$ cat src/design/gpuPkg.sv
package gpuPkg;

    localparam int NUM_WARPS     = 8;
    localparam int REGS_PER_WARP = 8;  // held as pairs
    localparam int NUM_SLOTS     = 16;
    localparam int NUM_BANKS     = 4;
    localparam int BANK_ROWS     = 8;

    typedef logic [2:0] warpIdT;

    // bits 2..1 pick the pair entry, bit 0 the half
    typedef logic [2:0] regIdT;

    typedef logic [3:0] slotIdT;
    typedef logic [1:0] bankIdT;
    typedef logic [2:0] rowIdT;

    typedef enum logic [1:0] {
        READY,
        ALLO,
        DEALLO
    } allocStateT;

    typedef enum logic [1:0] {
        IDLE,
        READ1,
        READ2,
        HOLD
    } colStateT;

    // slot s sits on row s>>1, bank is {s[0], logical reg bit 0}
    function automatic bankIdT slotBank(slotIdT s, regIdT r);
        return {s[0], r[0]};
    endfunction

    function automatic rowIdT slotRow(slotIdT s);
        return s[3:1];
    endfunction

endpackage
$ cat src/design/regFileTop.sv
`timescale 1ns/1ns

module regFileTop #(
    parameter int DATA_W = 32
) (
    input  logic              clk,
    input  logic              rst,
    input  logic              allocReq,
    input  gpuPkg::warpIdT    allocWarp,
    input  logic [2:0]        allocCount,
    input  logic              exitReq,
    input  gpuPkg::warpIdT    exitWarp,
    output logic              busy,
    output logic [4:0]        freeCount,
    input  logic              wbValid,
    input  gpuPkg::warpIdT    wbWarp,
    input  gpuPkg::regIdT     wbReg,
    input  logic [DATA_W-1:0] wbData,
    input  logic              issueValid,
    output logic              issueReady,
    input  gpuPkg::warpIdT    issueWarp,
    input  gpuPkg::regIdT     issueSrc1,
    input  gpuPkg::regIdT     issueSrc2,
    output logic              opValid,
    input  logic              opReady,
    output logic [DATA_W-1:0] opA,
    output logic [DATA_W-1:0] opB
);
    import gpuPkg::*;

    logic   wbEn;
    bankIdT wbBank;
    rowIdT  wbRow;
    bankIdT src1Bank, src2Bank;
    rowIdT  src1Row, src2Row;

    logic [NUM_BANKS-1:0]        bankRdEn;
    logic [NUM_BANKS*3-1:0]      bankRdRow;
    logic [NUM_BANKS*DATA_W-1:0] bankRdData;

    regAllocator uAlloc (
        .clk(clk), .rst(rst),
        .allocReq(allocReq), .allocWarp(allocWarp), .allocCount(allocCount),
        .exitReq(exitReq), .exitWarp(exitWarp),
        .wbValid(wbValid), .wbWarp(wbWarp), .wbReg(wbReg),
        .issueWarp(issueWarp), .issueSrc1(issueSrc1), .issueSrc2(issueSrc2),
        .busy(busy), .freeCount(freeCount),
        .wbEn(wbEn), .wbBank(wbBank), .wbRow(wbRow),
        .src1Bank(src1Bank), .src2Bank(src2Bank),
        .src1Row(src1Row), .src2Row(src2Row)
    );

    for (genvar b = 0; b < NUM_BANKS; b++) begin : genBank
        regBank #(.DATA_W(DATA_W), .BANK_ID(bankIdT'(b))) uBank (
            .clk(clk),
            .wbEn(wbEn), .wbBank(wbBank), .wbRow(wbRow), .wbData(wbData),
            .rdEn(bankRdEn[b]), .rdRow(bankRdRow[b * 3 +: 3]),
            .rdData(bankRdData[b * DATA_W +: DATA_W])
        );
    end

    operandCollector #(.DATA_W(DATA_W)) uCollector (
        .clk(clk), .rst(rst), .busy(busy),
        .issueValid(issueValid), .issueReady(issueReady),
        .src1Bank(src1Bank), .src2Bank(src2Bank),
        .src1Row(src1Row), .src2Row(src2Row),
        .bankRdEn(bankRdEn), .bankRdRow(bankRdRow), .bankRdData(bankRdData),
        .opValid(opValid), .opReady(opReady), .opA(opA), .opB(opB)
    );

endmodule

$ cat src/design/operandCollector.sv
`timescale 1ns/1ns

module operandCollector #(
    parameter int DATA_W = 32
) (
    input  logic                                clk,
    input  logic                                rst,
    input  logic                                busy,
    input  logic                                issueValid,
    input  gpuPkg::bankIdT                      src1Bank,
    input  gpuPkg::bankIdT                      src2Bank,
    input  gpuPkg::rowIdT                       src1Row,
    input  gpuPkg::rowIdT                       src2Row,
    input  logic [gpuPkg::NUM_BANKS*DATA_W-1:0] bankRdData,
    input  logic                                opReady,
    output logic                                issueReady,
    output logic [gpuPkg::NUM_BANKS-1:0]        bankRdEn,
    output logic [gpuPkg::NUM_BANKS*3-1:0]      bankRdRow,
    output logic                                opValid,
    output logic [DATA_W-1:0]                   opA,
    output logic [DATA_W-1:0]                   opB
);
    import gpuPkg::*;

    colStateT state;
    bankIdT   aBank, bBank;
    rowIdT    aRow, bRow;
    logic     conflict;
    logic     capA, capB;  // data for A/B lands this cycle

    assign issueReady = (state == IDLE) && !busy;
    assign conflict   = (aBank == bBank) && (aRow != bRow);

    always_comb begin
        bankRdEn  = '0;
        bankRdRow = '0;
        if (state == READ1) begin
            bankRdEn[aBank]            = 1'b1;
            bankRdRow[aBank * 3 +: 3]  = aRow;
            if (!conflict) begin  // same entry just repeats A
                bankRdEn[bBank]           = 1'b1;
                bankRdRow[bBank * 3 +: 3] = bRow;
            end
        end else if (state == READ2) begin
            bankRdEn[bBank]           = 1'b1;
            bankRdRow[bBank * 3 +: 3] = bRow;
        end
    end

    always_ff @(posedge clk) begin
        if (state == IDLE && issueValid && issueReady) begin
            aBank <= src1Bank;
            bBank <= src2Bank;
            aRow  <= src1Row;
            bRow  <= src2Row;
        end
        if (capA) opA <= bankRdData[aBank * DATA_W +: DATA_W];
        if (capB) opB <= bankRdData[bBank * DATA_W +: DATA_W];
    end

    always_ff @(posedge clk) begin
        if (!rst) begin
            state   <= IDLE;
            capA    <= 1'b0;
            capB    <= 1'b0;
            opValid <= 1'b0;
        end else begin
            capA <= (state == READ1);
            capB <= (state == READ1 && !conflict) || (state == READ2);
            if (capB) opValid <= 1'b1;  // B is always the last capture
            else if (opValid && opReady) opValid <= 1'b0;
            case (state)
                IDLE:  if (issueValid && issueReady) state <= READ1;
                READ1: state <= conflict ? READ2 : HOLD;
                READ2: state <= HOLD;
                HOLD:  if (opValid && opReady) state <= IDLE;
                default: state <= IDLE;
            endcase
        end
    end

endmodule

$ cat src/design/regBank.sv
`timescale 1ns/1ns

module regBank #(
    parameter int             DATA_W  = 32,
    parameter gpuPkg::bankIdT BANK_ID = '0
) (
    input  logic              clk,
    input  logic              wbEn,
    input  gpuPkg::bankIdT    wbBank,
    input  gpuPkg::rowIdT     wbRow,
    input  logic [DATA_W-1:0] wbData,
    input  logic              rdEn,
    input  gpuPkg::rowIdT     rdRow,
    output logic [DATA_W-1:0] rdData
);
    import gpuPkg::*;

    logic [DATA_W-1:0] mem [BANK_ROWS];
    logic              wrHit;

    assign wrHit = wbEn && (wbBank == BANK_ID);

    always_ff @(posedge clk) begin
        if (wrHit) mem[wbRow] <= wbData;
    end

    // same-cycle read of a written row sees old data
    always_ff @(posedge clk) begin
        if (rdEn) rdData <= mem[rdRow];
    end

endmodule

$ cat src/design/regAllocator.sv
`timescale 1ns/1ns

module regAllocator (
    input  logic            clk,
    input  logic            rst,
    input  logic            allocReq,
    input  gpuPkg::warpIdT  allocWarp,
    input  logic [2:0]      allocCount,
    input  logic            exitReq,
    input  gpuPkg::warpIdT  exitWarp,
    input  logic            wbValid,
    input  gpuPkg::warpIdT  wbWarp,
    input  gpuPkg::regIdT   wbReg,
    input  gpuPkg::warpIdT  issueWarp,
    input  gpuPkg::regIdT   issueSrc1,
    input  gpuPkg::regIdT   issueSrc2,
    output logic            busy,
    output logic [4:0]      freeCount,
    output logic            wbEn,
    output gpuPkg::bankIdT  wbBank,
    output gpuPkg::rowIdT   wbRow,
    output gpuPkg::bankIdT  src1Bank,
    output gpuPkg::bankIdT  src2Bank,
    output gpuPkg::rowIdT   src1Row,
    output gpuPkg::rowIdT   src2Row
);
    import gpuPkg::*;

    localparam int PAIRS       = REGS_PER_WARP / 2;
    localparam int NUM_ENTRIES = NUM_WARPS * PAIRS;
    localparam int ENTRY_W     = $clog2(NUM_ENTRIES);

    allocStateT state, nextState;

    logic [NUM_ENTRIES-1:0] mapValid;
    slotIdT                 mapSlot [NUM_ENTRIES];
    logic [NUM_SLOTS-1:0]   slotMap;  // 1 = slot in use

    warpIdT     warpQ;
    logic [2:0] remaining;
    logic [1:0] pairIdx;

    slotIdT     freeSlot;
    logic       anyFree;
    logic [4:0] freeNow;

    logic [ENTRY_W-1:0] wbEntry, src1Entry, src2Entry;

    // lowest free slot wins
    always_comb begin
        freeSlot = '0;
        anyFree  = 1'b0;
        for (int i = NUM_SLOTS - 1; i >= 0; i--) begin
            if (!slotMap[i]) begin
                freeSlot = slotIdT'(i);
                anyFree  = 1'b1;
            end
        end
    end

    always_comb begin
        freeNow = '0;
        for (int i = 0; i < NUM_SLOTS; i++) begin
            if (!slotMap[i]) freeNow = freeNow + 5'd1;
        end
    end

    always_comb begin
        nextState = state;
        case (state)
            READY: begin
                if (exitReq) nextState = DEALLO;  // exit has priority
                else if (allocReq) nextState = ALLO;
            end
            ALLO: begin
                if (remaining == 3'd0) nextState = READY;  // one extra cycle to settle count
            end
            DEALLO: nextState = READY;
            default: nextState = READY;
        endcase
    end

    always_ff @(posedge clk) begin
        if (!rst) begin
            state     <= READY;
            mapValid  <= '0;
            slotMap   <= '0;
            warpQ     <= '0;
            remaining <= '0;
            pairIdx   <= '0;
            freeCount <= 5'(NUM_SLOTS);
        end else begin
            state     <= nextState;
            freeCount <= freeNow;
            case (state)
                READY: begin
                    if (exitReq) begin
                        warpQ <= exitWarp;
                    end else if (allocReq) begin
                        warpQ     <= allocWarp;
                        remaining <= allocCount;
                        pairIdx   <= '0;
                    end
                end
                ALLO: begin
                    if (remaining != 3'd0) begin
                        remaining <= remaining - 3'd1;
                        pairIdx   <= pairIdx + 2'd1;
                        if (anyFree) begin
                            mapValid[{warpQ, pairIdx}] <= 1'b1;
                            mapSlot[{warpQ, pairIdx}]  <= freeSlot;
                            slotMap[freeSlot]          <= 1'b1;
                        end
                    end
                end
                DEALLO: begin
                    // all four entries of the warp in one go
                    for (int p = 0; p < PAIRS; p++) begin
                        if (mapValid[ENTRY_W'(warpQ * PAIRS + p)]) begin
                            mapValid[ENTRY_W'(warpQ * PAIRS + p)]       <= 1'b0;
                            slotMap[mapSlot[ENTRY_W'(warpQ * PAIRS + p)]] <= 1'b0;
                        end
                    end
                end
                default: ;
            endcase
        end
    end

    assign busy = (state != READY);

    assign wbEntry   = {wbWarp, wbReg[2:1]};
    assign src1Entry = {issueWarp, issueSrc1[2:1]};
    assign src2Entry = {issueWarp, issueSrc2[2:1]};

    assign wbEn   = wbValid && mapValid[wbEntry];  // unmapped writes dropped
    assign wbBank = slotBank(mapSlot[wbEntry], wbReg);
    assign wbRow  = slotRow(mapSlot[wbEntry]);

    assign src1Bank = slotBank(mapSlot[src1Entry], issueSrc1);
    assign src1Row  = slotRow(mapSlot[src1Entry]);
    assign src2Bank = slotBank(mapSlot[src2Entry], issueSrc2);
    assign src2Row  = slotRow(mapSlot[src2Entry]);

endmodule

$ cat config.mk
export PLATFORM = sky130hd
export DESIGN_NAME = regFileTop
export DESIGN_NICKNAME = d
export VERILOG_FILES = /design/src/design/gpuPkg.sv /design/src/design/regFileTop.sv /design/src/design/operandCollector.sv /design/src/design/regBank.sv /design/src/design/regAllocator.sv
export SDC_FILE = /design/constraint.sdc
export NUM_CORES = 2
export LEC_CHECK = 0
export BUFFER_PORTS_ARGS = -buffer_cell sky130_fd_sc_hd__buf_2
export CAP_MARGIN = 10
export CORE_AREA = 3 3 430 432
export CTS_CLUSTER_SIZE = 10
export DETAILED_ROUTE_END_ITERATION = 10
export DIE_AREA = 0 0 433 435
export GPL_TIMING_DRIVEN = 0
export HOLD_SLACK_MARGIN = 0.02
export PLACE_DENSITY = 0.53
export SLEW_MARGIN = 20
export SYNTH_ARGS = -nofsm -noshare
export SYNTH_HDL_FRONTEND = slang
export SYNTH_SLANG_ARGS = --single-unit
$ cat constraint.sdc
create_clock -name clk -period 10.1 [get_ports clk]
set_input_delay 0.505 -clock clk [delete_from_list [all_inputs] [get_ports clk]]
set_output_delay 0.505 -clock clk [all_outputs]
set_load 0.03 [all_outputs]
; After elaboration in Yosys (flattened, before gate mapping)
; Memory sizes are Yosys's and may differ from the RTL's. A register that Yosys moved wholly into a read port is not among the register bits.
; Cells that the tools add are included.
[classes]
n_mul = 2
n_lt_le_gt_ge = 25
reduce_logical = 42
n_eq_ne = 18
bitwise = 21
shift = 6
n_mux = 150
add_sub_neg = 22
[op_table]
columns = op, count
row1 = 32-bit 2-to-1 mux, 12
row2 = 128-bit by 8-bit variable part select with 32-bit output, 2
row3 = 16-bit 2-to-1 mux, 12
row4 = 32-bit AND, 4
row5 = 32-bit inverter, 3
row6 = 5-bit 2-to-1 mux, 17
row7 = 4-bit 2-to-1 mux, 19
row8 = "5-bit by 1-bit adder with 5-bit output, second input constant", 15
row9 = 4-bit negation with 34-bit output, 2
row10 = "3-bit by 34-bit variable shift with 12-bit output, first input constant", 2
row11 = 3-bit by 34-bit variable part select with 12-bit output, 2
row12 = 16-bit AND, 4
row13 = 16-bit inverter, 4
row14 = 32-bit case mux with 2 select lines, 1
row15 = 1-bit 2-to-1 mux, 50
row16 = "5-bit by 6-bit less-than comparator with 1-bit output, second input constant", 6
row17 = 12-bit 2-to-1 mux, 3
row18 = 29-bit inverter with 32-bit output, 1
row19 = 32-bit OR, 1
row20 = 16-bit case mux with 2 select lines, 1
row21 = "5-bit by 1-bit >= comparator with 1-bit output, second input constant", 5
row22 = "4-bit by 5-bit less-than comparator with 1-bit output, second input constant", 5
row23 = 12-bit AND, 2
row24 = 1-bit logical AND, 24
row25 = 38 further kinds, 89
[word_totals]
n_memories = 5
output_inout_bits = 72
mem_bits_rw = 1152
wordCells = 306
register_bits = 136
[mem_list]
columns = name, words, word_bits, read_ports, rd_ports_with_merged_regs, wr, line_no
row1 = genBank[0].uBank.mem, 8, 32, 1, 1, 1, regBank.sv:18  ; logic [DATA_W-1:0] mem [BANK_ROWS];
row2 = genBank[1].uBank.mem, 8, 32, 1, 1, 1, regBank.sv:18
row3 = genBank[2].uBank.mem, 8, 32, 1, 1, 1, regBank.sv:18
row4 = genBank[3].uBank.mem, 8, 32, 1, 1, 1, regBank.sv:18
row5 = uAlloc.mapSlot, 32, 4, 7, 3, 1, regAllocator.sv:36  ; slotIdT mapSlot [NUM_ENTRIES];

; Longest topological paths before layout
[depth]
depth_word = 31
mapped_depth = 43

; Hierarchy
; A second synthesis with hierarchy kept.
[hier_totals]
cells_unflattened = 3094
area_unflattened_um2 = 61753.0
[modules_own_cells]
columns = mod, cells_per_inst, area_each_um2, instances, seq_area_each_um2
row1 = regBank (genBank[1].uBank ...), 415, 10796.6, 2, 8648.3
row2 = regAllocator, 1170, 13859.5, 1, 5165.0
row3 = regBank (genBank[0].uBank), 415, 10797.9, 1, 8648.3
row4 = regBank (genBank[3].uBank), 415, 10791.6, 1, 8648.3
row5 = operandCollector, 264, 4710.8, 1, 2322.2

; Worst setup path after synthesis
; OpenSTA, ideal clock, no wires.
[synth_timing]
kind = register to register
from = register uAlloc.slotMap[0]
to = register uAlloc.freeCount[4]
stages_incl_launch_ff = 42
arrival_ns = 7.460
t_required_ns = 9.977
slack_ns = 2.517
cell_sequence = dfxtp_1 inv_1 ha_1 buf_2 xnor2_1 ha_1 nor2b_1 o21bai_1 a21oi_1 xnor2_1 o21ai_0 ha_1 nor2_1 a31oi_1 nand2_1 xnor2_1 mux2i_1 ha_1 [... 6 more ...] nand2_1 a21oi_1 a31oi_1 xor2_1 o21ai_0 ha_1 a221o_2 xor2_1 nand2_1 o21ai_0 ha_1 nor2b_1 nor2b_1 a311oi_1 o41ai_1 xor2_1 and3_1 mux2i_1
[synth_via]
elab_chain_len = 31
[synth_rtl]
columns = item, line_no
row1 = "start, declared", regAllocator.sv:37  ; logic [NUM_SLOTS-1:0] slotMap;
row2 = "start signal, assigned", regAllocator.sv:87  ; slotMap <= '0;
row3 = "start signal, assigned by index", regAllocator.sv:112  ; slotMap[freeSlot] <= 1'b1;
row4 = "start signal, assigned by index", regAllocator.sv:121  ; slotMap[mapSlot[ENTRY_W'(warpQ * PAIRS + p)]] <= 1'b0;
row5 = 1-bit 2-to-1 mux *, regAllocator.sv:64  ; if (!slotMap[i]) freeNow = freeNow + 5'd1;
row6 = 1-bit by 1-bit adder with 2-bit output, regAllocator.sv:64
row7 = 5-bit 2-to-1 mux *, regAllocator.sv:64
row8 = 5-bit by 1-bit adder with 5-bit output, regAllocator.sv:64
row9 = 5-bit 2-to-1 mux *, regAllocator.sv:64
row10 = 5-bit by 1-bit adder with 5-bit output, regAllocator.sv:64
row11 = 5-bit 2-to-1 mux *, regAllocator.sv:64
row12 = 5-bit by 1-bit adder with 5-bit output, regAllocator.sv:64
row13 = [... 15 more ...], --
row14 = 5-bit by 1-bit adder with 5-bit output, regAllocator.sv:64
row15 = 5-bit 2-to-1 mux *, regAllocator.sv:64
row16 = 5-bit by 1-bit adder with 5-bit output, regAllocator.sv:64
row17 = 5-bit 2-to-1 mux *, regAllocator.sv:64
row18 = 5-bit by 1-bit adder with 5-bit output, regAllocator.sv:64
row19 = 5-bit 2-to-1 mux *, regAllocator.sv:64
row20 = 5-bit by 1-bit adder with 5-bit output, regAllocator.sv:64
row21 = 5-bit 2-to-1 mux *, regAllocator.sv:64
row22 = "end signal, assigned", regAllocator.sv:91  ; freeCount <= 5'(NUM_SLOTS);
row23 = "end signal, assigned", regAllocator.sv:94  ; freeCount <= freeNow;
row24 = "end, declared", regAllocator.sv:18  ; output logic [4:0] freeCount,
; Mark *: on every way between the ends. The rest lies on a longest branch, timed or not.
; A chain may end at the register's enable or synchronous reset.

; Worst setup path after layout
; Ends and elaborated chain as after synthesis.

==> metrics.yaml <==
die-area_um2: 188000
wl_um: 181000
tightest_slew_ps: 1140
core_um2: 181000
vias: 36500
fin_skew_ps: 59.1
wl_per_cell_um: 26.9
synthCells: 3958
track_usage_pct: 19.1
io_pins: 135
die-width_um: 433
timing.rr.end: "uAlloc.freeCount[4]$_SDFF_PN1_"
cp-startpoint: "uAlloc.slotMap[0]$_SDFFE_PN0P_"
status: "completed"
ant_nets: 0
hold_violations: 0
max-cap-violations: 0
p_clk_share_pct: 35.7
maxSlewViolCount: 0
dr.first_iter.drc_count: 3508
slowest_stage: "a21oi_1"
grt_pass1_vias: 36300
drcViolationCount: 0
tns_ps: 0
cts_tree: "yes"
period_share_pct: 86.8
dp_hpwl_um: 128000
synth_area_um2: 61600
leakagePower_uw: 0.0228
power.density_nw_per_um2: 208
yosysSeqAreaShare_pct: 68.3
crit_fanout: 9
htreeDepth: 4
grt_max_degree: 36
synth_edf_count: 1354
cts_root_buf: "clkbuf_16"
fin_nets: 4409
synth_top_area_share_pct: 66.0
clk_path_buf_depth: 3
min_to: "uCollector.bBank[0]$_DFFE_PP_"
post-synth-top-count-cell: "edfxtp_1"
cts_made_buffers: 164
startpoint_type: "register"
reg2reg_depth: 41
clk_latency_ps: 800
port_buffers: 125
rows: 156
setup_viol: 0
antenna_found_initial: 8
final_cell_area_um2: 71300
synth_common_cells: "edfxtp_1, nand2_1, mux4_2"
vias_per_cell: 5.44
area_delta_synth_final_pct: 15.7
arrival_ps: 9420
swShare_pct: 27.4
min_from: "issueSrc2[0]"
grt.overflow.total: 0
fmax_mhz: 114
r2r_slack_ps: 1330
cp_common_cell: "ha_1"
crit_path_end_kind: "register"
whs_ps: 50.7
crit_type: "register to register"
cts.clk_slew.worst_paths_ps: 60
yosysWarnings: 0
worst_ir_drop_vdd_mv: 0.178
synth_ff_type: "edfxtp_1"
grt_pass1_wl_um: 261000
maxSlewHeadroom_pct: 21.8
worstReg2RegStart: "uAlloc.slotMap[0]$_SDFFE_PN0P_"
rsz0062_at_grt: "no"
hold_depth: 1
cellInternalPower_uw: 10800
dr.pass1.iters: 6
required_ps: 10750
layout-drive-gt1-share_pct: 20.6
syn_nets: 4068
power_uw: 14800
yosysTopAreaCell: "edfxtp_1"
p_comb_share_pct: 17.7
seqPwrFrac_pct: 46.6
min_period_ps: 8770
hold_path.class: "input port to register"
post_synth_num_cell_types: 79
synth_seq_cells: 1425
clock-sinks: 1425
power_switching_uw: 4070
finalWeightedCongestion: 0.885
postSynth.asyncResetShare_pct: 0
cts_setup_buffers: 0
initial_core_util_pct: 34.0
die_height_um: 435
avgSynthCellArea_um2: 15.6
synthTopCellsByArea: "edfxtp_1, mux4_2, nand2_1"
place_area_um2: 66600
slowest_delay_ps: 520
area by class of cell:
class	instances	area, µm²
multi-input combinational	2251	18700
clock inverter	22	362
inverter	48	180
tap	2370	2970
clock buffer	189	4250
timing repair buffer	175	1770
fill	16500	110000
buffer	234	943
sequential	1425	42100
antenna	3	7.51
worst max path at each step:
stage	to	slack [ps]
after global routing	uAlloc.freeCount[4]$_SDFF_PN1_	450
after global placement	uAlloc.freeCount[4]$_SDFF_PN1_	1360
after CTS	uAlloc.freeCount[4]$_SDFF_PN1_	1320
after detailed placement	uAlloc.freeCount[4]$_SDFF_PN1_	1320
final	uAlloc.freeCount[4]$_SDFF_PN1_	1330
after floorplan	uAlloc.freeCount[4]$_SDFF_PN1_	2520
logic make-up (layout without fill, tap and decap cells):
group	Yosys count	after routing	synth area share, %
AO/OA/AOI/OAI	351	351	3.50
other	0	3	0
buffers and inverters	282	668	1.79
AND/OR/NAND/NOR	1323	1323	9.48
XOR/XNOR	63	63	1.08
multiplexers	467	467	14.9
adder cells (fa/ha/maj)	47	47	0.955
flip-flops	1425	1425	68.3
cells in the final DEF, fill, tap and decap left out, types with 6 or more instances in the layout:
cell type	netlist	routed
nor3_1	16	16
xnor2_1	34	34
and2_1	19	19
buf_2	16	151
buf_1	50	35
nor2b_1	43	43
clkbuf_1	164	184
buf_16	0	26
inv_1	48	46
clkbuf_16	0	164
nand2_1	663	663
nor2_1	163	128
ha_1	47	47
clkinv_16	0	6
nand2b_1	21	21
or3_1	9	9
nor4_1	6	6
dfxtp_1	71	69
and3_1	9	9
mux2_2	84	84
mux4_2	351	351
o221ai_1	6	6
a221oi_1	9	9
a22oi_1	23	22
a31oi_1	12	12
nand3b_1	6	6
edfxtp_1	1354	1354
nor3b_1	6	6
buf_12	0	18
mux2i_1	32	31
nor2_4	0	33
nand3_1	334	334
xor2_1	19	19
o21ai_0	136	136
a21oi_1	86	85
a22o_1	13	10
worst max-delay path: cells and delay by family (launching register included):
family | cells | cell delay [ps]
AOI/OAI and AO/OA | 14 | 2800
xor gates and xnor gates | 7 | 1590
adders and majority gates | 7 | 2210
buffers and inverters | 2 | 280
DFF | 1 | 460
muxes | 2 | 190
and+or+nand+nor | 9 | 1180
routing by layer:
layer	share of wire, %	vias to the layer above	routed length, µm	global-route usage [%]
li1	-	15900	-	-
met4	3.0	2	5410	5.98
met5	0.0039	-	7	0
met2	50	1436	91100	32.4
met1	40	18900	73000	25.0
met3	6.3	280	11300	2.93
registers in the layout, summed over array words and instances (netlist names), named ones only:
register	flops
uAlloc.warpQ	3
uAlloc.pairIdx	2
uCollector.opB	32
genBank.uBank.mem	1024
uCollector.aRow	3
uAlloc.slotMap	16
uCollector.capA	1
genBank.uBank.rdData	128
uCollector.aBank	2
uAlloc.mapValid	32
uCollector.bBank	2
uCollector.bRow	3
uCollector.capB	1
uCollector.state	2
uAlloc.mapSlot	128
uAlloc.remaining	3
uAlloc.state	2
uCollector.opValid	1
uAlloc.freeCount	5
uCollector.opA	32
power by group through the flow:
| stage | logic [µW] | registers (µW) | clock network [µW] |
|---|---|---|---|
| floorplan | 1720 | 7060 | 0 |
| global placement | 2570 | 7070 | 0 |
| detailed placement | 2640 | 7050 | 0 |
| CTS | 2660 | 6930 | 5400 |
| global route | 2870 | 6930 | 5640 |
| finish | 2630 | 6920 | 5290 |
metrics by stage:
| stage | instances | utilization, % | setup slack, ps |
|---|---|---|---|
| 2_1_floorplan | 3958 | - | 2520 |
| 3_3_place_gp | 6453 | 36.0 | 1360 |
| 3_5_place_dp | 6500 | 36.8 | 1320 |
| 4_1_cts | 6713 | 39.4 | 1320 |
| 5_1_grt | 6714 | 39.4 | 452 |
| 6_report | 6717 | 39.4 | 1330 |
what timing repair did:
action / in CTS / in global routing
hold buffers: 2 / 1
resized for setup: 0 / 0
hold endpoints to repair: 2 / 1
No activity file was read; power rests on OpenSTA's default activity.
